===== config.mk =====
export PLATFORM = sky130hd
export DESIGN_NAME = lane_demux
export DESIGN_NICKNAME = d
export VERILOG_FILES = /design/src/logic/lane_demux.sv
export VERILOG_INCLUDE_DIRS = /design/src /design/src/logic
export SDC_FILE = /design/constraint.sdc
export NUM_CORES = 1
export LEC_CHECK = 0
export ABC_AREA = 1
export BUFFER_PORTS_ARGS = -buffer_cell sky130_fd_sc_hd__buf_2
export CAP_MARGIN = 5
export CORE_MARGIN = 5
export CORE_UTILIZATION = 35
export DETAILED_ROUTE_END_ITERATION = 10
export GPL_TIMING_DRIVEN = 0
export PLACE_DENSITY = 0.89
export SYNTH_ARGS = -nofsm -noshare
export SYNTH_HDL_FRONTEND = slang
export SYNTH_SLANG_ARGS = --single-unit

===== constraint.sdc =====
create_clock -name vclk -period 1.52
set_clock_uncertainty 0.1 [all_clocks]
set_input_delay 0.152 -clock vclk [all_inputs]
set_output_delay 0.152 -clock vclk [all_outputs]
set_load 0.005 [all_outputs]

===== src/logic/mopshub_defs.svh =====
//----------------------------------------------------------------------------
// Hub sizing for the command router.
// Bus count, bus number width and payload word width.
//----------------------------------------------------------------------------

`ifndef MOPSHUB_DEFS_SVH
`define MOPSHUB_DEFS_SVH

// Number of CAN-side front ends served by the hub.
`define MOPSHUB_NUM_BUS 32

// Width of a bus number, enough to name every lane.
`define MOPSHUB_SEL_W 5

`define MOPSHUB_WORD_W 16  // Payloads are opaque words.

`endif


===== src/logic/lane_demux.sv =====
//----------------------------------------------------------------------------
// 1-to-N demultiplexer; the selected lane gets the payload, all others zero.
//----------------------------------------------------------------------------

`default_nettype none

`include "mopshub_defs.svh"

module lane_demux #(
  parameter type payload_t = logic,
  parameter int  n_lanes   = `MOPSHUB_NUM_BUS
) (
  input  logic [`MOPSHUB_SEL_W-1:0] sel,
  input  logic                      enable,
  input  payload_t                  payload,
  output payload_t                  lanes [n_lanes],
  output logic [n_lanes-1:0]        hit
);

  always_comb
  begin
    for (int i = 0; i < n_lanes; i++)
    begin
      lanes[i] = '0;  // Unselected lanes stay at zero.
    end
    hit = '0;
    if (enable)
    begin
      lanes[sel] = payload;
      hit[sel]   = 1'b1;
    end
  end

  // The load and grant vectors downstream rely on at most one lane
  // being hit, and on none at all while the demultiplexer is idle.
  always_comb
  begin
    hit_onehot_a : assert final ($onehot0(hit) && (enable || (hit == '0)))
      else $error("lane_demux hit vector 0x%0h with enable %0b", hit, enable);
  end

endmodule

`default_nettype wire


# After elaboration in Yosys (flattened, before gate mapping)
# Cells that the tools add are included.
[word_totals]
ff_bits = 0
input_bits = 7
[op_classes]
order_cmp = 4
muxes = 6
bitwise_logic = 2
reduce_logical = 2
[op_table]
columns = ["operator", "count"]
rows = [
  ["$mux 32", 2],
  ["$and 32x32->32", 1],
  ["$demux 1 s5", 2],
  ["$ge 6x6->1 const B", 1],
  ["$lt 5x6->1 const B", 1],
  ["$lt 6x1->1 const B", 1],
  ["$not 5->6", 1],
  ["$ge 5x1->1 const B", 1],
  ["$logic_and 1x1->1", 2],
  ["$mux 1", 2],
]

# Depth between registers and ports, before layout
[logic_depth]
ltp_word = 7
ltp_mapped = 5

# Least setup slack after synthesis
# Ideal clock, no wire load.
[synth_path]
path_type = "input -> output"
from = "input port sel[2]"
to = "output port lanes[13] (netlist bit)"
arrival_time_ns = 0.800
required_ns = 1.268
slack_ns = 0.468
path_stages = 4
cell_sequence = "buf_2 inv_1 nand3_1 nor3_1"
[synth_lines]
columns = ["element", "line", "source"]
rows = [
  ["start: declaration", "lane_demux.sv:13", "input logic [`MOPSHUB_SEL_W-1:0] sel,"],
  ["end: declaration", "lane_demux.sv:16", "output payload_t lanes [n_lanes],"],
]

==> flow_summary.ini <==
[drt]
wl_met2_um = 1180
drtIter0Drc = 14
wl_met1_um = 1080
via_per_inst = 5.07
top_layer = met4
vias = 954
drc_errors = 0
routed_wl_um = 2480
dr_wl_met3_um = 212
routedWlPerCell_um = 13.2
drtAntennaViolNets = 0
drt-pass1-iter-count = 4

[synth]
avgSynthCellArea_um2 = 5.15
syn_nets = 109
syn_area_um2 = 526
syn_inst = 102
yosysWarnings = 0
ys_types = 13
seq_area_frac_synth = 0

[sta]
setup_violations = 0
worstMarginPinSlew_ns = 0.515
clock.fmax_ghz = 0.750
timing.hold.ws_ns = 0.604
tns_ns = 0
layout_setup_ws_ns = 0.187
slew_headroom = 0.657
drv_slew = 0
rsz0062_at_grt = no
period_needed_ns = 1.33
fin_crit_sh = 0.877
hold_violations = 0

[setup_path]
worst-setup-path-type = in2out
cpMostUsedCell = buf_2
arrival_ns = 1.08
critical_path_depth = 5
cp_slowest_cell = nand3_1
cp_slowest_stage_delay_ns = 0.25
path_delay_family = buffers and inverters
startpoint_type = primary input
end_kind = output port
critPathMaxFanout = 6
cp.buffers_inverters = 3
path_cells = buf_2 -> inv_1 -> nand3_1 -> nor3_1 -> buf_2
required_ns = 1.27

[global_route]
grt_max_degree = 11
grt.total_usage = 0.199
overflow = 0
grt_pass1_wl_um = 4150
antenna_found_initial = 0
grt_pass1_vias = 921

[clock_network]
ctsHoldBuffers = 0
post_cts_buffers = 0
post_cts_resized = 0

[final_layout]
num_antenna_cells = 0
seqCellArea_um2 = 0
areaGrowthSynthToFinish_pct = 70.5
seq_cell_count = 0
clkbuf_count = 0
drive_above_1_share = 0.494
final_nets = 181
stdcell_count = 188

[placed_design]
dpl.hpwl_um = 1940
dp_cells = 188
dp_slack_ns = 0.215
io_buffers = 70
routabilityCongestion = 0.797

[worst_hold_path]
hold_depth = 4
worstHoldStart = payload
hold_end = lanes[21]
hp-class = in2out

[floorplanning]
die_y_um = 48.8
die_w_um = 48.8
start_util = 0.357
rows = 14
core_um2 = 1470
die_area_um2 = 2380
pin_count = 71

[outcome]
status = completed

[power]
vdd_drop_max_v = 0.000129
p_leak_nw = 0.573
total_power_mw = 0.128
cellPowerDensity_nw_per_um2 = 143

[job]
drv_cap = 0
==> cell families after synthesis <==
family,Yosys count,synth area share
buffers and inverters,17,0.167
AND/OR/NAND/NOR,85,0.833
==> cell usage in the layout, fill, tap and decap left out, drive strengths merged <==
master | Yosys | layout
clkbuf | 2 | 2
inv | 10 | 10
buf | 5 | 75
nor3 | 28 | 28
nand3 | 12 | 12
nor2 | 37 | 37
nand2 | 8 | 8
==> Yosys cell counts, drive strengths merged <==
cell type	n	share of area
inv	10	0.071
nor2	37	0.26
clkbuf	2	0.014
buf	5	0.081
nand3	12	0.20
nor3	28	0.32
nand2	8	0.057
==> cell type report <==
type	instances	area, um2
inverters	10	37.5
fillers	164	576
plain buffers	7	50.0
multi-input cells	85	438
well taps	16	20.0
repair buffers	70	350
==> how the worst max path moves through the flow <==
stage / to / start / slack [ns]
after floorplan: lanes[13] / sel[2] / 0.47
after detailed placement: lanes[14] / sel[3] / 0.22
after global routing: lanes[13] / sel[3] / 0.09
after CTS: lanes[14] / payload / 0.20
after global placement: lanes[13] / payload / 0.21
final: lanes[14] / sel[3] / 0.19
==> metal layers <==
layer  vias up  global-route usage
li1        472                   -
met3         2              0.0399
met1       418               0.255
met2        62               0.341
met4         0              0.0404
met5         -                   0
==> per-stage QoR <==
step	utilization	instance area, um2
2_1_floorplan	-	526
3_3_place_gp	0.609	896
3_5_place_dp	0.609	896
4_1_cts	0.609	896
5_1_grt	0.609	896
6_report	0.609	896
==> power by group <==
part / leakage, nW / internal, mW / total, mW / switching [mW]
clock network: 0 / 0 / 0 / 0
logic: 0.573 / 0.0368 / 0.128 / 0.0917
registers: 0 / 0 / 0 / 0
total: 0.573 / 0.0368 / 0.128 / 0.0917
No activity file was read; power rests on OpenSTA's default activity.
