**config.mk**
```make
export PLATFORM = sky130hd
export DESIGN_NAME = lane_tx_buffer
export DESIGN_NICKNAME = d
export VERILOG_FILES = /design/src/logic/bus_lane_pkg.sv /design/src/logic/lane_tx_buffer.sv
export VERILOG_INCLUDE_DIRS = /design/src /design/src/logic
export SDC_FILE = /design/constraint.sdc
export NUM_CORES = 1
export LEC_CHECK = 0
export BUFFER_PORTS_ARGS = -buffer_cell sky130_fd_sc_hd__clkbuf_2
export CORE_AREA = 2 2 447 449
export DETAILED_ROUTE_END_ITERATION = 6
export DIE_AREA = 0 0 449 451
export SYNTH_ARGS = -nofsm -noshare
export SYNTH_HDL_FRONTEND = slang
export SYNTH_SLANG_ARGS = --single-unit
```
**constraint.sdc**
```tcl
create_clock -name clk -period 1.27 [get_ports clk]
set_clock_uncertainty 0.05 [all_clocks]
set_input_delay 0.254 -clock clk [delete_from_list [all_inputs] [get_ports clk]]
set_output_delay 0.254 -clock clk [all_outputs]
set_load 0.005 [all_outputs]
```
**src/logic/mopshub_defs.svh**
```systemverilog
//----------------------------------------------------------------------------
// Hub sizing for the command router.
// Bus count, bus number width and payload word width.
//----------------------------------------------------------------------------

`ifndef MOPSHUB_DEFS_SVH
`define MOPSHUB_DEFS_SVH

// Number of CAN-side front ends served by the hub.
`define MOPSHUB_NUM_BUS 32

// Width of a bus number, enough to name every lane.
`define MOPSHUB_SEL_W 5

`define MOPSHUB_WORD_W 16  // Payloads are opaque words.

`endif

```
**src/logic/bus_lane_pkg.sv**
```systemverilog
//----------------------------------------------------------------------------
// Bus-side word format carried on each of the hub lanes.
//----------------------------------------------------------------------------

`default_nettype none

`include "mopshub_defs.svh"

package bus_lane_pkg;

  // One word on a single lane. The bus number is implied by the lane
  // index, so only the payload travels here.
  typedef struct packed {
    logic [`MOPSHUB_WORD_W-1:0] data;
  } lane_word_t;

endpackage

`default_nettype wire

```
**src/logic/lane_tx_buffer.sv**
```systemverilog
//----------------------------------------------------------------------------
// One-word transmit buffer per lane, held until the bus raises ready.
//----------------------------------------------------------------------------

`default_nettype none

`include "mopshub_defs.svh"

module lane_tx_buffer #(
  parameter int n_lanes = `MOPSHUB_NUM_BUS
) (
  input  logic                     clk,
  input  logic                     reset,
  input  logic [n_lanes-1:0]       load,
  input  bus_lane_pkg::lane_word_t load_word [n_lanes],
  input  logic [n_lanes-1:0]       tx_ready,
  output logic [n_lanes-1:0]       tx_valid,
  output bus_lane_pkg::lane_word_t tx_word [n_lanes],
  output logic [n_lanes-1:0]       full
);

  logic [n_lanes-1:0] drain;

  assign drain = tx_valid & tx_ready;  // Bus takes the word on this edge.

  // A lane that drains on this edge can take a new word on the same edge,
  // so it does not report full.
  assign full = tx_valid & ~drain;

  always_ff @(posedge clk)
  begin
    if (reset)
    begin
      tx_valid <= '0;
    end
    else
    begin
      tx_valid <= load | (tx_valid & ~drain);  // A load wins over a drain.
    end
  end

  always_ff @(posedge clk)
  begin
    for (int i = 0; i < n_lanes; i++)
    begin
      if (load[i])
      begin
        tx_word[i] <= load_word[i];
      end
    end
  end

  // The top level blocks commands to full lanes through cmd_busy.
  // A load into a held word would overwrite it before the bus saw it.
  load_into_full_a : assert property (
    @(posedge clk) disable iff (reset)
    (load & full) == '0
  ) else $error("lane_tx_buffer load 0x%0h into full lanes 0x%0h", load, full);

endmodule

`default_nettype wire

```
======== Yosys cells after proc, flatten, opt, wreduce, memory -nomap -nowiden ========
Index checks and enable logic that the tools add are counted.
operators by class
  bitwise logic cells ..................... 4
operators by type and width
  kind            count
  $and 32x32->32  2
  $not 32->32     1
  $or 32x32->32   1
word-level totals
  register bits after elaboration ......... 544
  input port bits ......................... 578
  output and inout port bits .............. 576
  logic and storage cells ................. 37

======== Longest topological paths before layout ========
Gate-level depths: netlist of run 1.
  depth in word-level cells ............... 4
  gate-level depth with buffers ........... 2
  depth with buffers taken out ............ 2

======== Worst setup path before layout of run 1 ========
OpenSTA, ideal clock, no wires.
  path type ............................... flip-flop to output port
  from .................................... register tx_valid[0]
  to ...................................... output full[0]
  arrival ................................. 0.498 ns
  required time ........................... 0.966 ns
  path slack .............................. 0.468 ns
  cell stages (with the launch flop) ...... 2
  path buffers ............................ 0
  path through ............................ dfxtp_1 nor2b_1
on the way
  longest elaborated chain between the ends .. 3
RTL lines
  element                 line                  text
  from (decl)             lane_tx_buffer.sv:17  output logic [n_lanes-1:0] tx_valid,
  from (signal assigned)  lane_tx_buffer.sv:38  tx_valid <= load | (tx_valid & ~drain);
  $and 32x32->32          lane_tx_buffer.sv:24  assign drain = tx_valid & tx_ready;
  $not 32->32             lane_tx_buffer.sv:28  assign full = tx_valid & ~drain;
  $and 32x32->32 *        lane_tx_buffer.sv:28
  to (decl)               lane_tx_buffer.sv:19  output logic [n_lanes-1:0] full
Mark *: on every way between the ends. The rest lies on a longest branch, timed or not.

======== Worst setup path in the final report of run 1 ========
  from .................................... register tx_word[85] in the netlist's numbering
  to ...................................... output tx_word[85] in the netlist's numbering
RTL lines
  element                            line                  text
  from (decl)                        lane_tx_buffer.sv:18  output bus_lane_pkg::lane_word_t tx_word [n_lanes],
  from (signal, indexed assignment)  lane_tx_buffer.sv:48  tx_word[i] <= load_word[i];
No word-level cell between the ends.

==> results.md, run 1 <==
- Status: finished, violations left
- Violated checks: negative hold slack, negative setup slack
- Critical path startpoint: tx_word[85]
- Via density: 3.07
- Largest cells by area after synthesis: edfxtp_1, dfxtp_1, o21ba_2
- CP cell instances: clkbuf_2
- DRC: 0
- Post-synthesis cell type count: 5
- Setup TNS: -184690 ps
- Synth warn: 0
- Sw Pwr: 15200 uW
- Cell count after placement: 4498
- Share of the synthesized area in the top cell type: 92.9%
- Gate power share: 14.7%
- Vias in the first global route: 16.4k
- Worst vdd ir: 0.914 mV
- DR pass1 iterations: 5
- Syn Nets: 1189
- HPWL after DPL: 159000 um
- Worst hold-check path type: in -> reg
- WHS: -135 ps
- Internal Power: 38600 uW
- CP Buf/Inv Count: 1
- Worst Min Path Start: tx_ready[11]
- Clk_lat worst skew: 700 ps
- Crit path max fanout: 1
- Placer Congestion: 0.976
- Die Height: 451 um
- Layout area overhead: 124%
- Final worst slack: -558 ps
- Count leader, synth: edfxtp_1
- Prevailing post-synth register cell: edfxtp_1
- Initial Util: 8.35%
- Peak Freq: 0.547 GHz
- Max Slew Vio Count: 0
- CP max stage delay: 620 ps
- Post-synth EDFFs: 512
- Reg2reg end: tx_valid[26]
- Clock Pin Slew Worst Setup and Hold Paths: 60 ps
- RSZ-0062 raised after global routing: true
- Delay-heaviest family, CP: flip-flops
- Least-Margin Pin Slew: 653 ps
- Relative slew slack: 56.5%
- Top-Level Pins: 1154
- Power density over cell area: 1450 mW/mm^2
- Fraction of layout instances using a drive strength above 1: 57.9%
- Top cells by count, synth: edfxtp_1, dfxtp_1, nor2b_1, o21ba_2, buf_2
- Detailed Route Iter0 Violations: 1705
- Worst EP required: 970 ps
- Tcrit/Tclk final: 144%
- Detailed Route WL: 184000 um
- Row Count: 164
- CTS buffer count: 78
- R2R Setup Slk: 200 ps
- Number of antenna-violating nets in the routed design: 0
- Clock power share: 43.2%
- TritonCTS clock tree: built
- Synth Cell Area: 0.0166 mm^2
- Critical-path top delay cell: edfxtp_1
- Clock root buffer master: clkbuf_16
- Top cell type by total area after synthesis: edfxtp_1
- Total core area: 0.198 mm^2
- CP endpoint kind: primary output
- Grt ovf: 0
- Port-buffer cells: 1153
- R2R depth: 4
- Setup-failing EPs final: 576
- Initial antenna violation count: 122
- Hold_buf cts: 540
- Layout net count: 3067
- Worst setup SP type: flop
- Mean Syn Cell Area: 27.1 um^2
- Placed Area: 0.0270 mm^2
- Leakage: 0.0152 uW
- Clk buf depth: 3
- Tmin final: 1830 ps
- Async S/R FF share, synth: 0%
- Clk sink count: 544
- Switching Fraction: 28.2%
- Mapped Cells: 611
- Pre-CTS setup slack: -583 ps
- WL/cell: 35.1 um
- Hold depth: 3
- Reg power frac: 42.1%
- Worst Hold Path EP: tx_valid[11]
- Largest net degree at the start of global routing: 18
- CP Class: reg -> out
- DIE AREA: 0.202 mm^2
- Worst reg2reg startpoint: tx_valid[26]
- Cell Count, Final, Fillers Out: 5236
- Max-Cap Viols: 0
- Arrival @ worst endpoint: 1520 ps
- Synthesized flop and latch total: 544
- Vias: 16.1k
- Total track usage: 17.5%
- First-pass GRT wire length: 219000 um
- Sequential share of the synthesized area: 96.8%
- Post-route cell area: 0.0371 mm^2
- Die width: 449 um
- Htree depth: 3
- Final hold vios: 19
==> flip-flops by register name, summed over array words and instances (netlist names) <==
signal,count
tx_word,512
tx_valid,32
==> power by group through the flow <==
stage	sequential, uW	combinational, uW	clock (uW)
6_report	22600	7900	23200
4_1_cts	22600	7830	24200
3_3_place_gp	22900	5650	0
5_1_grt	22700	8210	24700
3_5_place_dp	22800	5610	0
2_1_floorplan	22100	140	0
==> metrics by stage <==
stage	power (uW)	util, %
global route	55600	18.7
finish	53700	18.7
CTS	54600	18.4
floorplan	22200	-
detailed placement	28400	13.6
global placement	28500	13.6
==> cell usage in the layout, fill, tap and decap left out, drive strengths merged <==
cell type and n:
edfxtp 512, clkbuf 1105, dlygate4sd3 540, bufinv 7
clkinv 28, clkinvlp 1, diode 27, o21ba 32
inv 4, nor2b 32, dfxtp 32, buf 260
==> cells by family after synthesis <==
logic type / count (synthesis) / share of synthesized area (%)
buf+inv: 3 / 0.0907
flops: 544 / 96.8
simple gates: 32 / 1.21
compound gates: 32 / 1.94
==> routing by layer <==
| layer | global-route usage [%] | wire (um) |
|---|---|---|
| met2 | 29.3 | 87500 |
| met1 | 20.0 | 68900 |
| met4 | 7.25 | 9560 |
| met3 | 6.65 | 17800 |
| met5 | 0 | 209 |
==> repair_timing <==
action / in CTS / in global routing
setup endpoints to repair: 577 / 576
endpoints found under the hold margin: 976 / 29
gates resized for setup: 303 / 233
buffers inserted: 20 / 15
==> worst max path at each step <==
stage                             end  slack (ps)  depth (start not counted)
after floorplan               full[0]         470                          1
after global placement       full[25]        -620                          2
after detailed placement     full[25]        -580                          3
after CTS                    full[18]        -650                          2
after global routing      tx_word[95]        -630                          1
final                     tx_word[85]        -560                          1
==> cell type report <==
cell class              instances  area [um^2]
multi-input cells              64          761
flip-flops and latches        544        16100
well taps                    2656         3320
clock inverters                40          531
diodes                         27         67.6
repair buffers               1801        14300
fillers                     21500       161000
clock buffers                 104         2130
Power figures use the tool's default switching activity.
==> inputs of run 2 (changes only) <==
--- a/config.mk
+++ b/config.mk
@@ -6,10 +6,12 @@
 export SDC_FILE = /design/constraint.sdc
 export NUM_CORES = 1
 export LEC_CHECK = 0
+export ABC_AREA = 1
 export BUFFER_PORTS_ARGS = -buffer_cell sky130_fd_sc_hd__clkbuf_2
-export CORE_AREA = 2 2 447 449
+export CORE_AREA = 2 2 449 451
 export DETAILED_ROUTE_END_ITERATION = 6
-export DIE_AREA = 0 0 449 451
+export DIE_AREA = 0 0 451 453
+export REMOVE_ABC_BUFFERS = 1
 export SYNTH_ARGS = -nofsm -noshare
 export SYNTH_HDL_FRONTEND = slang
 export SYNTH_SLANG_ARGS = --single-unit
==> run 2 against run 1 <==
The flow still finishes with violations (negative hold slack, negative setup slack). Maximum frequency increased by 2.3%. Design area increased by 2.7%. Register-to-register slack got worse by 170 ps. Hold slack got worse by 6.5 ps. Power decreased by 0.60%. Sequential power decreased by 2%. Utilization increased by 0.41 points. Synthesized cell count increased by 16%. Critical path depth increased by 2. Die area increased by 0.89%. Global-route usage decreased by 0.86 points. Cell count increased by 1.7%.
==> results.md, run 2 <==
- Mapped Cells: 707
- Sw Pwr: 14700 uW
- Detailed Route Iter0 Violations: 1326
- Internal Power: 38700 uW
- Worst reg2reg startpoint: tx_valid[5]
- Clk_lat worst skew: 690 ps
- Most common cell after layout, fill and taps aside: clkbuf_2
- Switching Fraction: 27.6%
- Via density: 2.98
- Vias: 15.9k
- DR pass1 iterations: 5
- R2R depth: 3
- Worst EP required: 970 ps
- Least-Margin Pin Slew: 781 ps
- Fraction of layout instances using a drive strength above 1: 55.1%
- Largest registers: tx_word: 512 flops, tx_valid: 32 flops
- Layout area overhead: 129%
- Largest net degree at the start of global routing: 18
- Final core occ: 19.1%
- Total track usage: 16.7%
- Hold depth: 4
- Port-buffer cells: 1153
- First-pass GRT wire length: 209000 um
- Die width: 451 um
- Tcrit/Tclk final: 141%
- Clk sink count: 544
- Commonest non-fill, non-tap cells in the layout: clkbuf_2, dlygate4sd3_1, edfxtp_1
- Top cells by count, synth: edfxtp_1, inv_1, a21oi_1, dfxtp_1, nand2_1
- Reg power frac: 41.3%
- Post-synthesis cell type count: 6
- Overall Power: 53400 uW
- TritonCTS clock tree: built
- Crit path max fanout: 2
- Power density over cell area: 1400 mW/mm^2
- Relative slew slack: 47.7%
- Max-Cap Viols: 0
- Synth warn: 0
- DIE AREA: 0.204 mm^2
- Mean Syn Cell Area: 23.6 um^2
- Worst vdd ir: 0.857 mV
- Top cell type by total area after synthesis: edfxtp_1
- Pre-CTS setup slack: -171 ps
- Arrival @ worst endpoint: 1480 ps
- Clock Pin Slew Worst Setup and Hold Paths: 50 ps
- Sequential share of the synthesized area: 96.0%
- Largest Register: tx_word
- Final worst slack: -517 ps
- WHS: -142 ps
- Prevailing post-synth register cell: edfxtp_1
- Worst Hold Path EP: tx_valid[2]
- Worst setup SP type: flop
- WL/cell: 33.2 um
- Clk buf depth: 3
- Number of antenna-violating nets in the routed design: 0
- Synth Cell Area: 0.0167 mm^2
- Die Height: 453 um
- Met1 GRT Util: 16.9%
- Placer Congestion: 1.05
- HPWL after DPL: 154000 um
- Worst Min Path Start: tx_ready[2]
- Initial Util: 8.38%
- RSZ-0062 raised after global routing: true
- Global Route met3 Usage: 9.79%
- CP Class: reg -> out
- Synthesized flop and latch total: 544
- Total core area: 0.199 mm^2
- R2R Setup Slk: 30 ps
- Met2 usage: 28.1%
- Tmin final: 1790 ps
- Share of the synthesized area in the top cell type: 92.1%
- CP endpoint kind: primary output
- Grt ovf: 0
- Largest cells by area after synthesis: edfxtp_1, dfxtp_1, inv_1
- Leakage: 0.0159 uW
- Worst hold-check path type: in -> reg
- CTS buffer count: 75
- Row Count: 164
- Htree depth: 3
- Grt peak-use layer: met2
- Post-synth EDFFs: 512
- Setup-failing EPs final: 576
- Gate power share: 16.1%
- Setup TNS: -158470 ps
- Detailed Route WL: 177000 um
- Vias in the first global route: 16.2k
- Reg2reg end: tx_valid[5]
- Violated checks: negative hold slack, negative setup slack
- Async S/R FF share, synth: 0%
- Initial antenna violation count: 154
- Hold_buf cts: 570
- Top-Level Pins: 1154
- Count leader, synth: edfxtp_1
- Clock power share: 42.6%
- Status: finished, violations left
- Max Slew Vio Count: 0
- Clock root buffer master: clkbuf_16
- Layout net count: 3147
- DRC: 0
- Peak Freq: 0.559 GHz
- Final hold vios: 8
- Largest register FFs: 512
## run 2: changes by cell type after synthesis
| cell | change |
|---|---|
| a21oi_1 | +32 |
| buf_2 | -3 |
| buf_6 | +3 |
| inv_1 | +96 |
| nand2_1 | +32 |
| nor2b_1 | -32 |
| o21ba_2 | -32 |
## run 2: cell families after synthesis
logic type | count (synthesis) | synth area share (%)
compound gates | 32 | 0.960
buf+inv | 99 | 2.36
flops | 544 | 96.0
simple gates | 32 | 0.720
## run 2: layout make-up
type,instances,area (um^2)
fillers,21600,161000
clock buffers,83,1960
diodes,40,100
multi-input cells,64,489
repair buffers,1788,15200
clock inverters,54,603
flip-flops and latches,544,16100
inverters,96,397
well taps,2656,3320
## run 2: worst max path at each step
stage,from,to,slack [ps],cells after the start
final,tx_valid[24],full[24],-520,3
after global routing,tx_valid[24],full[24],-630,3
after CTS,tx_valid[24],full[24],-690,3
after detailed placement,tx_ready[17],full[17],-170,5
after global placement,tx_ready[17],full[17],-190,5
after floorplan,tx_valid[0],full[0],520,2
## run 2: worst max-delay path, cell delays in order, from the launching register on
cell and delay (ps):
dfxtp_2 330, nand2_2 80, clkinvlp_4 190, buf_8 190
## run 2: power groups by stage
stage	combinational [uW]	clock, uW	sequential, uW
floorplan	117	0	22100
global placement	5560	0	22200
detailed placement	5550	0	22200
CTS	8410	23600	22000
global route	9010	24100	22200
finish	8580	22800	22100
## run 2: stage by stage
step	std cells	cell area, um^2
floorplan	704	16700
global placement	4551	26500
detailed placement	4551	26500
CTS	5269	37200
global route	5308	38100
finish	5325	38100
## run 2: per-layer routing
layer | up-vias | wire length, um
met5 | - | 115
met1 | 7813 | 59600
met3 | 400 | 24300
met4 | 18 | 8020
li1 | 6438 | -
met2 | 1187 | 84900
## run 2: what timing repair did
| action | CTS | global route |
|---|---|---|
| endpoints found under the hold margin | 1024 | 9 |
| gates resized for setup | 612 | 360 |
| endpoints found under the setup margin | 576 | 590 |
| pin swaps | 23 | 12 |
| setup buffers | 11 | 18 |
